<file path="src/verilog/ffe_settings.svh">
`ifndef FFE_SETTINGS_SVH
`define FFE_SETTINGS_SVH

// Lanes delivered per clock, lane 0 oldest
`define NUM_CH 4
// FIR taps per lane
`define NUM_TAPS 4

// Signed widths of ADC codes, tap weights and equalized samples
`define CODE_W 8
`define WEIGHT_W 8
`define RESULT_W 8

// Command field widths, wide enough to address every lane and tap
`define LANE_W 2
`define TAP_W 2

// Full product keeps one sign bit, the sum grows by one bit per tree level
`define PROD_W (`CODE_W + `WEIGHT_W - 1)
`define SUM_W (`PROD_W + $clog2(`NUM_TAPS))
`define RESULT_SHIFT (`SUM_W - `RESULT_W)

// Command queue depth, also the credits the host owns after reset
`define CMD_CREDITS 2

// Buffer stage, product stage, then one register per adder-tree level
`define FFE_LATENCY (2 + $clog2(`NUM_TAPS))
`define SLICE_LATENCY (`FFE_LATENCY + 1)

`endif

</file>
<file path="src/verilog/ffePkg.sv">
`include "ffe_settings.svh"

package ffePkg;

	// Host command opcodes
	typedef enum logic [1:0] {
		OP_NOP       = 2'd0,
		OP_WRITE_TAP = 2'd1,
		OP_COMMIT    = 2'd2
	} cmdOp_e;

	// Element types are signed so that selecting one lane keeps the sign
	typedef logic signed [`CODE_W-1:0] code_t;
	typedef logic signed [`WEIGHT_W-1:0] weight_t;
	typedef logic signed [`RESULT_W-1:0] result_t;

	// One host command, presented for a single cycle with valid high
	typedef struct packed {
		logic               valid;
		cmdOp_e             op;
		logic [`LANE_W-1:0] lane;
		logic [`TAP_W-1:0]  tap;
		weight_t            weight;
	} weightCmd_t;

	// One code per lane, index 0 is the oldest sample of the vector
	typedef code_t [`NUM_CH-1:0] codeVec_t;

	// Equalized samples in the same lane order as the codes
	typedef result_t [`NUM_CH-1:0] resultVec_t;

	// Weights indexed by lane, then by tap
	// Tap 0 multiplies the lane's own sample, tap t the sample t steps older
	typedef weight_t [`NUM_CH-1:0][`NUM_TAPS-1:0] weightSet_t;

	// One NRZ decision bit per lane
	typedef logic [`NUM_CH-1:0] decisionVec_t;

endpackage

</file>
<file path="src/verilog/ffe.sv">
`timescale 1ns/1ps
`include "ffe_settings.svh"

module ffe (
	input  logic               clk,
	input  logic               rstb,
	input  ffePkg::codeVec_t   codes,
	input  ffePkg::weightSet_t weights,
	output ffePkg::resultVec_t eq
);

	// Number of code vectors kept so lane 0's oldest tap is still available
	localparam int HIST = (`NUM_TAPS + `NUM_CH - 2) / `NUM_CH + 1;
	// Adder tree depth, with leaves padded up to a power of two
	localparam int LEVELS = $clog2(`NUM_TAPS);
	localparam int LEAVES = 2 ** LEVELS;
	// Flat index of lane 0 in the newest vector
	localparam int NEWEST_BASE = (HIST - 1) * `NUM_CH;

	// hist[0] is the newest vector, hist[HIST-1] the oldest
	ffePkg::codeVec_t   hist [HIST];
	ffePkg::weightSet_t wReg;

	// History laid out in time order, index grows toward newer samples
	ffePkg::code_t flat [HIST*`NUM_CH];

	logic signed [`PROD_W-1:0] prodNext [`NUM_CH][`NUM_TAPS];
	logic signed [`PROD_W-1:0] prodReg  [`NUM_CH][`NUM_TAPS];
	logic signed [`SUM_W-1:0]  leaf     [`NUM_CH][LEAVES];
	logic signed [`SUM_W-1:0]  pairSum  [`NUM_CH][LEVELS][LEAVES/2];
	logic signed [`SUM_W-1:0]  sumReg   [`NUM_CH][LEVELS][LEAVES/2];

	// Flatten so a lane's older taps walk straight across lane and vector edges
	for (genvar v = 0; v < HIST; v++) begin : gHist
		for (genvar c = 0; c < `NUM_CH; c++) begin : gLane
			assign flat[(HIST-1-v)*`NUM_CH + c] = hist[v][c];
		end
	end

	for (genvar j = 0; j < `NUM_CH; j++) begin : gCh
		// Tap t takes the sample t steps older than lane j's newest one
		for (genvar t = 0; t < `NUM_TAPS; t++) begin : gTap
			assign prodNext[j][t] = wReg[j][t] * flat[NEWEST_BASE + j - t];
		end

		// Missing leaves read as zero so the tree stays balanced
		for (genvar i = 0; i < LEAVES; i++) begin : gLeaf
			if (i < `NUM_TAPS) begin : gUsed
				assign leaf[j][i] = `SUM_W'(prodReg[j][i]);
			end else begin : gPad
				assign leaf[j][i] = '0;
			end
		end

		// Level l adds pairs from the level below
		// The first level reads the registered products directly
		for (genvar l = 0; l < LEVELS; l++) begin : gLevel
			for (genvar i = 0; i < (LEAVES >> (l + 1)); i++) begin : gNode
				if (l == 0) begin : gFirst
					assign pairSum[j][l][i] = leaf[j][2*i] + leaf[j][2*i+1];
				end else begin : gInner
					assign pairSum[j][l][i] = sumReg[j][l-1][2*i] + sumReg[j][l-1][2*i+1];
				end
			end
		end
	end

	always_ff @(posedge clk or negedge rstb) begin
		if (!rstb) begin
			hist    <= '{default: '0};
			wReg    <= '0;
			prodReg <= '{default: '0};
			sumReg  <= '{default: '0};
			eq      <= '0;
		end else begin
			// Buffer stage, the oldest vector falls off the end
			hist[0] <= codes;
			for (int v = 1; v < HIST; v++) begin
				hist[v] <= hist[v-1];
			end

			// Weights are sampled here, so a commit reaches the products one edge later
			wReg <= weights;

			for (int j = 0; j < `NUM_CH; j++) begin
				for (int t = 0; t < `NUM_TAPS; t++) begin
					prodReg[j][t] <= prodNext[j][t];
				end

				// Every tree level except the last gets its own register
				for (int l = 0; l < LEVELS - 1; l++) begin
					for (int i = 0; i < (LEAVES >> (l + 1)); i++) begin
						sumReg[j][l][i] <= pairSum[j][l][i];
					end
				end

				// Root level, shifted down and registered as the equalized sample
				eq[j] <= ffePkg::result_t'(pairSum[j][LEVELS-1][0] >>> `RESULT_SHIFT);
			end
		end
	end

endmodule

</file>
<file path="src/verilog/ffeControl.sv">
`timescale 1ns/1ps
`include "ffe_settings.svh"

module ffeControl (
	input  logic               clk,
	input  logic               rstb,
	input  ffePkg::weightCmd_t cmd,
	output logic               credit,
	output logic               wrEn,
	output logic [`LANE_W-1:0] wrLane,
	output logic [`TAP_W-1:0]  wrTap,
	output ffePkg::weight_t    wrWeight,
	output logic               commit
);

	localparam int PTR_W = (`CMD_CREDITS > 1) ? $clog2(`CMD_CREDITS) : 1;
	localparam int CNT_W = $clog2(`CMD_CREDITS + 1);

	// Write and commit each own a state, so the bank strobes decode directly
	typedef enum logic [1:0] {
		ST_IDLE,
		ST_WRITE,
		ST_COMMIT,
		ST_SETTLE
	} ctrlState_e;

	ctrlState_e state;
	ctrlState_e stateNext;

	ffePkg::weightCmd_t queue [`CMD_CREDITS];
	ffePkg::weightCmd_t head;

	logic [PTR_W-1:0] wrPtr;
	logic [PTR_W-1:0] rdPtr;
	logic [CNT_W-1:0] count;
	logic             push;
	logic             pop;

	// Pointers wrap at the queue depth, which need not be a power of two
	function automatic logic [PTR_W-1:0] nextPtr(input logic [PTR_W-1:0] ptr);
		if (ptr == PTR_W'(`CMD_CREDITS - 1)) begin
			return '0;
		end
		return ptr + 1'b1;
	endfunction

	// The host only sends while it holds a credit, so a push never finds the queue full
	assign push = cmd.valid;
	assign head = queue[rdPtr];

	// A tap write costs one cycle, so writes may pop back to back
	// Commit and settle both hold the queue
	assign pop = ((state == ST_IDLE) || (state == ST_WRITE)) && (count != '0);

	always_comb begin
		stateNext = state;
		case (state)
			ST_IDLE, ST_WRITE: begin
				stateNext = ST_IDLE;
				if (pop) begin
					case (head.op)
						ffePkg::OP_WRITE_TAP: stateNext = ST_WRITE;
						ffePkg::OP_COMMIT:    stateNext = ST_COMMIT;
						// NOP is dropped here, its credit still goes back
						default:              stateNext = ST_IDLE;
					endcase
				end
			end
			// Extra cycle so a following write cannot land on the copy edge
			ST_COMMIT: stateNext = ST_SETTLE;
			default:   stateNext = ST_IDLE;
		endcase
	end

	always_ff @(posedge clk or negedge rstb) begin
		if (!rstb) begin
			state  <= ST_IDLE;
			wrPtr  <= '0;
			rdPtr  <= '0;
			count  <= '0;
			credit <= 1'b0;
		end else begin
			state <= stateNext;
			// One credit per removed command, visible the cycle after the pop
			credit <= pop;
			if (push) begin
				wrPtr <= nextPtr(wrPtr);
			end
			if (pop) begin
				rdPtr <= nextPtr(rdPtr);
			end
			case ({push, pop})
				2'b10:   count <= count + 1'b1;
				2'b01:   count <= count - 1'b1;
				default: count <= count;
			endcase
		end
	end

	// Queue storage, and the bank write fields latched from the head entry on each pop
	always_ff @(posedge clk) begin
		if (push) begin
			queue[wrPtr] <= cmd;
		end
		if (pop) begin
			wrLane   <= head.lane;
			wrTap    <= head.tap;
			wrWeight <= head.weight;
		end
	end

	// Strobes are decoded from the registered state and never overlap
	assign wrEn   = (state == ST_WRITE);
	assign commit = (state == ST_COMMIT);

endmodule

</file>
<file path="src/verilog/ffeTop.sv">
`timescale 1ns/1ps
`include "ffe_settings.svh"

module ffeTop (
	input  logic                 clk,
	input  logic                 rstb,
	input  ffePkg::codeVec_t     codes,
	input  ffePkg::weightCmd_t   cmd,
	output logic                 credit,
	output ffePkg::resultVec_t   eq,
	output ffePkg::decisionVec_t decisions
);

	// Bank write port, driven by the command sequencer
	logic               wrEn;
	logic [`LANE_W-1:0] wrLane;
	logic [`TAP_W-1:0]  wrTap;
	ffePkg::weight_t    wrWeight;
	logic               commit;

	// Committed weights feeding the FIR
	ffePkg::weightSet_t activeWeights;

	// Host commands enter here under credit flow control
	ffeControl ffeControl_i (
		.clk      (clk),
		.rstb     (rstb),
		.cmd      (cmd),
		.credit   (credit),
		.wrEn     (wrEn),
		.wrLane   (wrLane),
		.wrTap    (wrTap),
		.wrWeight (wrWeight),
		.commit   (commit)
	);

	weightBank weightBank_i (
		.clk      (clk),
		.rstb     (rstb),
		.wrEn     (wrEn),
		.wrLane   (wrLane),
		.wrTap    (wrTap),
		.wrWeight (wrWeight),
		.commit   (commit),
		.active   (activeWeights)
	);

	// Sample path runs every cycle with no back-pressure
	ffe ffe_i (
		.clk     (clk),
		.rstb    (rstb),
		.codes   (codes),
		.weights (activeWeights),
		.eq      (eq)
	);

	slicer slicer_i (
		.clk       (clk),
		.rstb      (rstb),
		.eq        (eq),
		.decisions (decisions)
	);

endmodule

</file>
<file path="src/verilog/slicer.sv">
`timescale 1ns/1ps
`include "ffe_settings.svh"

module slicer (
	input  logic                 clk,
	input  logic                 rstb,
	input  ffePkg::resultVec_t   eq,
	output ffePkg::decisionVec_t decisions
);

	// NRZ threshold sits at zero
	// A lane decides 1 for zero or positive samples, 0 for negative ones

	always_ff @(posedge clk or negedge rstb) begin
		if (!rstb) begin
			decisions <= '0;
		end else begin
			for (int j = 0; j < `NUM_CH; j++) begin
				// Sign bit alone settles the decision
				decisions[j] <= ~eq[j][`RESULT_W-1];
			end
		end
	end

endmodule

</file>
<file path="src/verilog/weightBank.sv">
`timescale 1ns/1ps
`include "ffe_settings.svh"

module weightBank (
	input  logic                clk,
	input  logic                rstb,
	input  logic                wrEn,
	input  logic [`LANE_W-1:0]  wrLane,
	input  logic [`TAP_W-1:0]   wrTap,
	input  ffePkg::weight_t     wrWeight,
	input  logic                commit,
	output ffePkg::weightSet_t  active
);

	// Host-side copy, built up one tap at a time
	ffePkg::weightSet_t shadow;

	// The equalizer only ever reads the active copy
	// A half-written tap set in the shadow therefore never reaches the FIR

	always_ff @(posedge clk or negedge rstb) begin
		if (!rstb) begin
			// Equalizer output stays zero until the host commits real weights
			shadow <= '0;
			active <= '0;
		end else begin
			// Single tap update, addressed by lane and tap
			if (wrEn) begin
				shadow[wrLane][wrTap] <= wrWeight;
			end

			// Whole set moves in one edge
			// Control never raises wrEn and commit together, so the copy
			// always sees a shadow that is stable for this edge
			if (commit) begin
				active <= shadow;
			end
		end
	end

endmodule
</file>
<file path="config.mk">
export PLATFORM = sky130hd
export DESIGN_NAME = ffeTop
export DESIGN_NICKNAME = d
export VERILOG_FILES = /design/src/verilog/ffePkg.sv /design/src/verilog/ffe.sv /design/src/verilog/ffeControl.sv /design/src/verilog/ffeTop.sv /design/src/verilog/slicer.sv /design/src/verilog/weightBank.sv
export VERILOG_INCLUDE_DIRS = /design/src /design/src/verilog
export SDC_FILE = /design/constraint.sdc
export NUM_CORES = 2
export LEC_CHECK = 0
export BUFFER_PORTS_ARGS = -buffer_cell sky130_fd_sc_hd__buf_4
export CAP_MARGIN = 0
export CORE_MARGIN = 2
export CORE_UTILIZATION = 47
export CTS_BUF_LIST = sky130_fd_sc_hd__clkbuf_16
export CTS_CLUSTER_DIAMETER = 100
export DETAILED_ROUTE_END_ITERATION = 7
export PLACE_DENSITY = 0.63
export SLEW_MARGIN = 0
export SYNTH_ARGS = -nofsm -noshare
export SYNTH_HDL_FRONTEND = slang
export SYNTH_SLANG_ARGS = --single-unit
export TNS_END_PERCENT = 1
</file>
<file path="constraint.sdc">
create_clock -name clk -period 6.3 [get_ports clk]
set_input_delay 0.315 -clock clk [delete_from_list [all_inputs] [get_ports clk]]
set_output_delay 0.315 -clock clk [all_outputs]
set_load 0.02 [all_outputs]
</file>
=== After elaboration in Yosys (flattened, before gate mapping) ===
Memories as Yosys holds them, arrays and structs flattened.
Cells that the tools add are included.

* $add $sub $neg: 16
* $mul: 16
* Magnitude comparators: 4
* Equality and inequality tests: 6
* Mux-type cells: 19
* Bitwise gates (word level): 4
* Reduce and logical (&&, ||, !) cells: 8

{| class="wikitable"
|+ Operators by type and width
! kind !! number
|-
| 8-bit by 8-bit multiplier with 15-bit output || 16
|-
| 15-bit by 15-bit adder with 16-bit output || 8
|-
| 128-bit bitwise mux || 1
|-
| 17-bit adder || 4
|-
| 32-bit demux with 2-bit select || 1
|-
| 32-bit two-way mux || 1
|-
| 8-bit demux with 2-bit select || 1
|-
| 2-bit one-hot mux with 2 select lines || 3
|-
| 1-bit two-way mux || 10
|-
| 8-bit two-way mux || 1
|-
| 2-bit by 1-bit == test with 1-bit output, second input constant || 3
|-
| 2-bit == test, second input constant || 3
|-
| 2-bit by 3-bit < comparator with 1-bit output, second input constant || 2
|-
| 2-bit by 1-bit >= comparator with 1-bit output, second input constant || 2
|-
| 1-bit inverter || 4
|-
| 2-bit nonzero test || 2
|-
| 1-bit logical AND || 3
|-
| 1-bit adder, second input constant || 2
|-
| 2-bit by 1-bit adder with 2-bit output, second input constant || 1
|-
| 2-bit logical NOT || 1
|-
| 2-bit two-way mux || 1
|-
| 2-bit OR reduction || 1
|-
| 2-bit by 1-bit subtractor with 2-bit output, second input constant || 1
|-
| 1-bit logical OR || 1
|}

* Register bits after elaboration: 871
* RAM bits: 30
* Input port bits: 49
* Output and inout bits: 37
* Memories kept: 1

{| class="wikitable"
|+ Memories
! name !! depth !! bits a word !! read ports !! clocked after Yosys merged registers in !! wr ports !! line !! RTL
|-
| ffeControl_i.queue || 2 || 15 || 1 || 0 || 1 || ffeControl.sv:30 || <nowiki>ffePkg::weightCmd_t queue [`CMD_CREDITS];</nowiki>
|}

=== Longest topological paths before layout ===
* Depth after elaboration: 7
* Gate-level depth with buffers: 20
* Mapped depth without buffers: 19

=== By module ===
From an unflattened synthesis, not the netlist that was laid out.

* Cell total of the unflattened synthesis: 6524
* Area total of the unflattened synthesis: 71304.6 um^2

{| class="wikitable"
|+ Modules (own cells, without submodules)
! module !! times used !! cells each !! area an instance (um^2) !! sequential area each (um^2)
|-
| ffe || 1 || 5872 || 59814.9 || 14614.0
|-
| weightBank || 1 || 563 || 9685.5 || 6406.1
|-
| ffeControl || 1 || 81 || 1689.1 || 1376.3
|-
| slicer || 1 || 8 || 115.1 || 100.1
|}

=== Worst setup path before layout ===
Ideal clock, no wire load.

* Kind: reg-to-reg
* From: register ffe_i.hist, in the netlist ffe_i.flat[31]
* To: register ffe_i.prodReg, in the netlist ffe_i.leaf[14]
* Library setup time: 0.127 ns
* Arrival time: 4.310 ns
* Data required time: 6.173 ns
* Path slack: 1.864 ns
* Cell stages (with the launch flop): 16
* Path through: dfrtp_1 clkbuf_1 clkbuf_1 nor2b_1 fa_1 fa_1 fa_1 inv_1 fa_1 inv_1 ha_1 or3_1 a311o_1 o211ai_1 o21ai_0 xnor2_1

{| class="wikitable"
|+ RTL lines
! what !! line !! RTL
|-
| from (decl) || ffe.sv:21 || <nowiki>ffePkg::codeVec_t hist [HIST];</nowiki>
|-
| from (signal, indexed assignment) || ffe.sv:79 || <nowiki>hist[v] <= hist[v-1];</nowiki>
|-
| to (signal, indexed assignment) || ffe.sv:87 || <nowiki>prodReg[j][t] <= prodNext[j][t];</nowiki>
|-
| to (decl) || ffe.sv:28 || <nowiki>logic signed [`PROD_W-1:0] prodReg [`NUM_CH][`NUM_TAPS];</nowiki>
|}

==> impl_metrics.toml <==
[status]
status = "complete, no violations"

[sta]
finalSetupViolations = 0
clock_skew_ns = 0.02031
post-route-period-util_pct = 82.13
hold_viol = 0
fin_setup_tns_ns = 0
clock.fmax_ghz = 0.1933
timing.slew.headroom_pct = 14.07
final_max_slew_viol_count = 0
min_period_ns = 5.174
worst_pin_slew_ns = 1.289
rsz0062_at_grt = "false"

[cts]
ctsResizeCount = 0
path_clk_slew_ns = 0.06
cts_sinks = 891
cts-htree-levels = 3
clock_path_buffers = 3
clk_latency_ns = 0.72
root_buffer = "clkbuf_16"
cts_tree = "done"
cts_buffers = 101

[synthesis]
synth.mux.area_fraction_pct = 4.390
ys_ff_latch = 891
synthFlopType = "dfrtp_1"
synth_edf_count = 40
yosysSeqAreaShare_pct = 32.16
synth-compound-area-share_pct = 5.556
synthArstFlopShare_pct = 95.51
synth_top_family_by_area = "adder cells"
ys.warnings.count = 0
netlist_area_um2 = 69950
yosys.area_share.simple_pct = 10.82
synth_cell_type_count = 62
syn_avg_cell_area_um2 = 11.02
synthXorXnorAreaFrac_pct = 4.621
synth_cells = 6347
synthAdderAreaFrac_pct = 35.01
synth_nets = 7849

[worst_setup_path]
required_ns = 6.92
setup.worst_path.end_class = "flip-flop"
critPathKind = "flip-flop to flip-flop"
cp-start-kind = "flip-flop"
path_buf_inv = 3
critPathArrivalTime_ns = 5.80
crit_family = "adder cells"
crit_path_cell_trace = "nand2_1 > inv_1 > fa_1 > fa_1 > fa_1 > inv_1 > fa_1 > inv_1 > ha_1 > or3_1 > a311o_1 > o211ai_1 > o21ai_0 > xnor2_1"
crit_path_max_fanout = 32
path_common_cell = "fa_1"
slowest_delay_ns = 1.20
cpMaxStageDelayCell = "dfrtp_1"

[grt]
antenna_found_initial = 11
track_usage_pct = 21.02
grt_pass1_wl_mm = 251.8
first_global_vias = 46710
grt_max_degree = 172
gr-total-overflow = 0

[job]
maxCapViolCount = 0

[detailed_routing]
avgRoutedWirePerCell_um = 17.80
drt-pass1-iter-count = 7
via_per_inst = 5.057
drt_iter0_markers = 2131
drc_errors = 0
via_count = 43050
routed_wl_mm = 151.5
final_antenna_net_count = 0

[place]
gp_congestion = 0.8502
portBuffers = 85
detailedPlacementHpwl_mm = 115.5
place_area_um2 = 72830

[die]
die_width_um = 389.8
initial_utilization_pct = 47.37
rows = 141
fp.coreArea_um2 = 147700
dieArea_um2 = 151900
ios = 86
die_h_um = 389.8

[hold_path]
hold_path.class = "input pin to asynchronous set/reset pin"

[finish]
final_cell_mix = "inv_1, dfrtp_1, fa_1, and2_1, ha_1"
finalCoreUtilization_pct = 52.06
drive_gt1_share_pct = 8.888
syn_to_final_growth_pct = 9.897
layout_commonest_cell = "inv_1"
fin_area_um2 = 76870
nets = 7997
-- sequential cells by signal, indices dropped and copies added (netlist names), 2 cells and up --
| name | flops |
|---|---|
| ffe_i.leaf | 240 |
| ffe_i.sumReg | 128 |
| ffe_i.wReg | 128 |
| weightBank_i.active | 128 |
| weightBank_i.shadow | 128 |
| ffe_i.flat | 56 |
| ffe_i.eq | 32 |
| ffeControl_i.queue | 28 |
| ffeControl_i.wrWeight | 8 |
| slicer_i.decisions | 4 |
| ffeControl_i.count | 2 |
| ffeControl_i.state | 2 |
| ffeControl_i.wrLane | 2 |
| ffeControl_i.wrTap | 2 |
-- Yosys cell counts (118+ instances only) --
library cell | count | share of area, %
inv_1 | 1265 | 6.8
dfrtp_1 | 851 | 30
fa_1 | 840 | 24
and2_1 | 655 | 5.9
ha_1 | 613 | 11
nand2_1 | 368 | 2.0
xnor2_1 | 301 | 3.8
mux2_2 | 270 | 4.3
a21oi_1 | 164 | 1.2
nor2b_1 | 120 | 1.1
nor2_1 | 118 | 0.63
-- logic make-up (layout without fill, tap and decap cells) --
group           Yosys count  after routing
fa+ha+maj              1453           1453
simple gates           1407           1407
buf+inv                1383           1618
flops                   891            891
compound gates          571            571
xor+xnor                369            369
mux                     273            273
other cells               0              1
-- timing repair --
action,in CTS,in global routing
setup buffers,0,0
hold endpoints to repair,146,0
hold buffers,48,0
-- worst paths after layout --
check                                         from        endpoint  slack (ns)  cells past startpoint
hold / removal                                rstb   ffe_i.flat[6]        0.20                      2
hold reg to reg            weightBank_i.active[83]  ffe_i.wReg[83]        0.36                      0
setup reg to reg                    ffe_i.flat[26]  ffe_i.leaf[14]        1.13                     14
min in group clk                         codes[28]   ffe_i.flat[4]        0.24                      2
setup / recovery                    ffe_i.flat[26]  ffe_i.leaf[14]        1.13                     14
max in group asynchronous                     rstb  ffe_i.flat[17]        4.43                      3
-- cell type report --
cell class                 instances  area [µm²]
fill                           12960       70790
multi-input combinational       4073       42250
sequential                       891       22500
inverter                        1265        4748
clock buffer                     103        2577
tap                             1930        2415
timing repair buffer             163        1401
clock inverter                    87       974.7
antenna                            1       2.502
-- per-layer routing --
layer	up-vias	wire (µm)	track usage, %
met1	22050	67700	28.55
met5	-	23	0
met2	751	72770	35.06
met3	188	6991	3.183
met4	4	4037	6.037
li1	20060	-	-
-- metrics by stage --
| stage | instances | hold slack (ns) | setup slack (ns) |
|---|---|---|---|
| detailed placement | 8274 | 0.3573 | 1.151 |
| CTS | 8512 | 0.1824 | 1.134 |
| floorplan | 6347 | 0.01941 | 1.864 |
| finish | 8513 | 0.2030 | 1.126 |
| global placement | 8274 | 0.3536 | 1.314 |
| global route | 8512 | 0.2212 | 0.8631 |
Power is left out: the tool's default activity adds up to more than one toggle a clock period on the data nets, which glitch-free logic cannot reach.
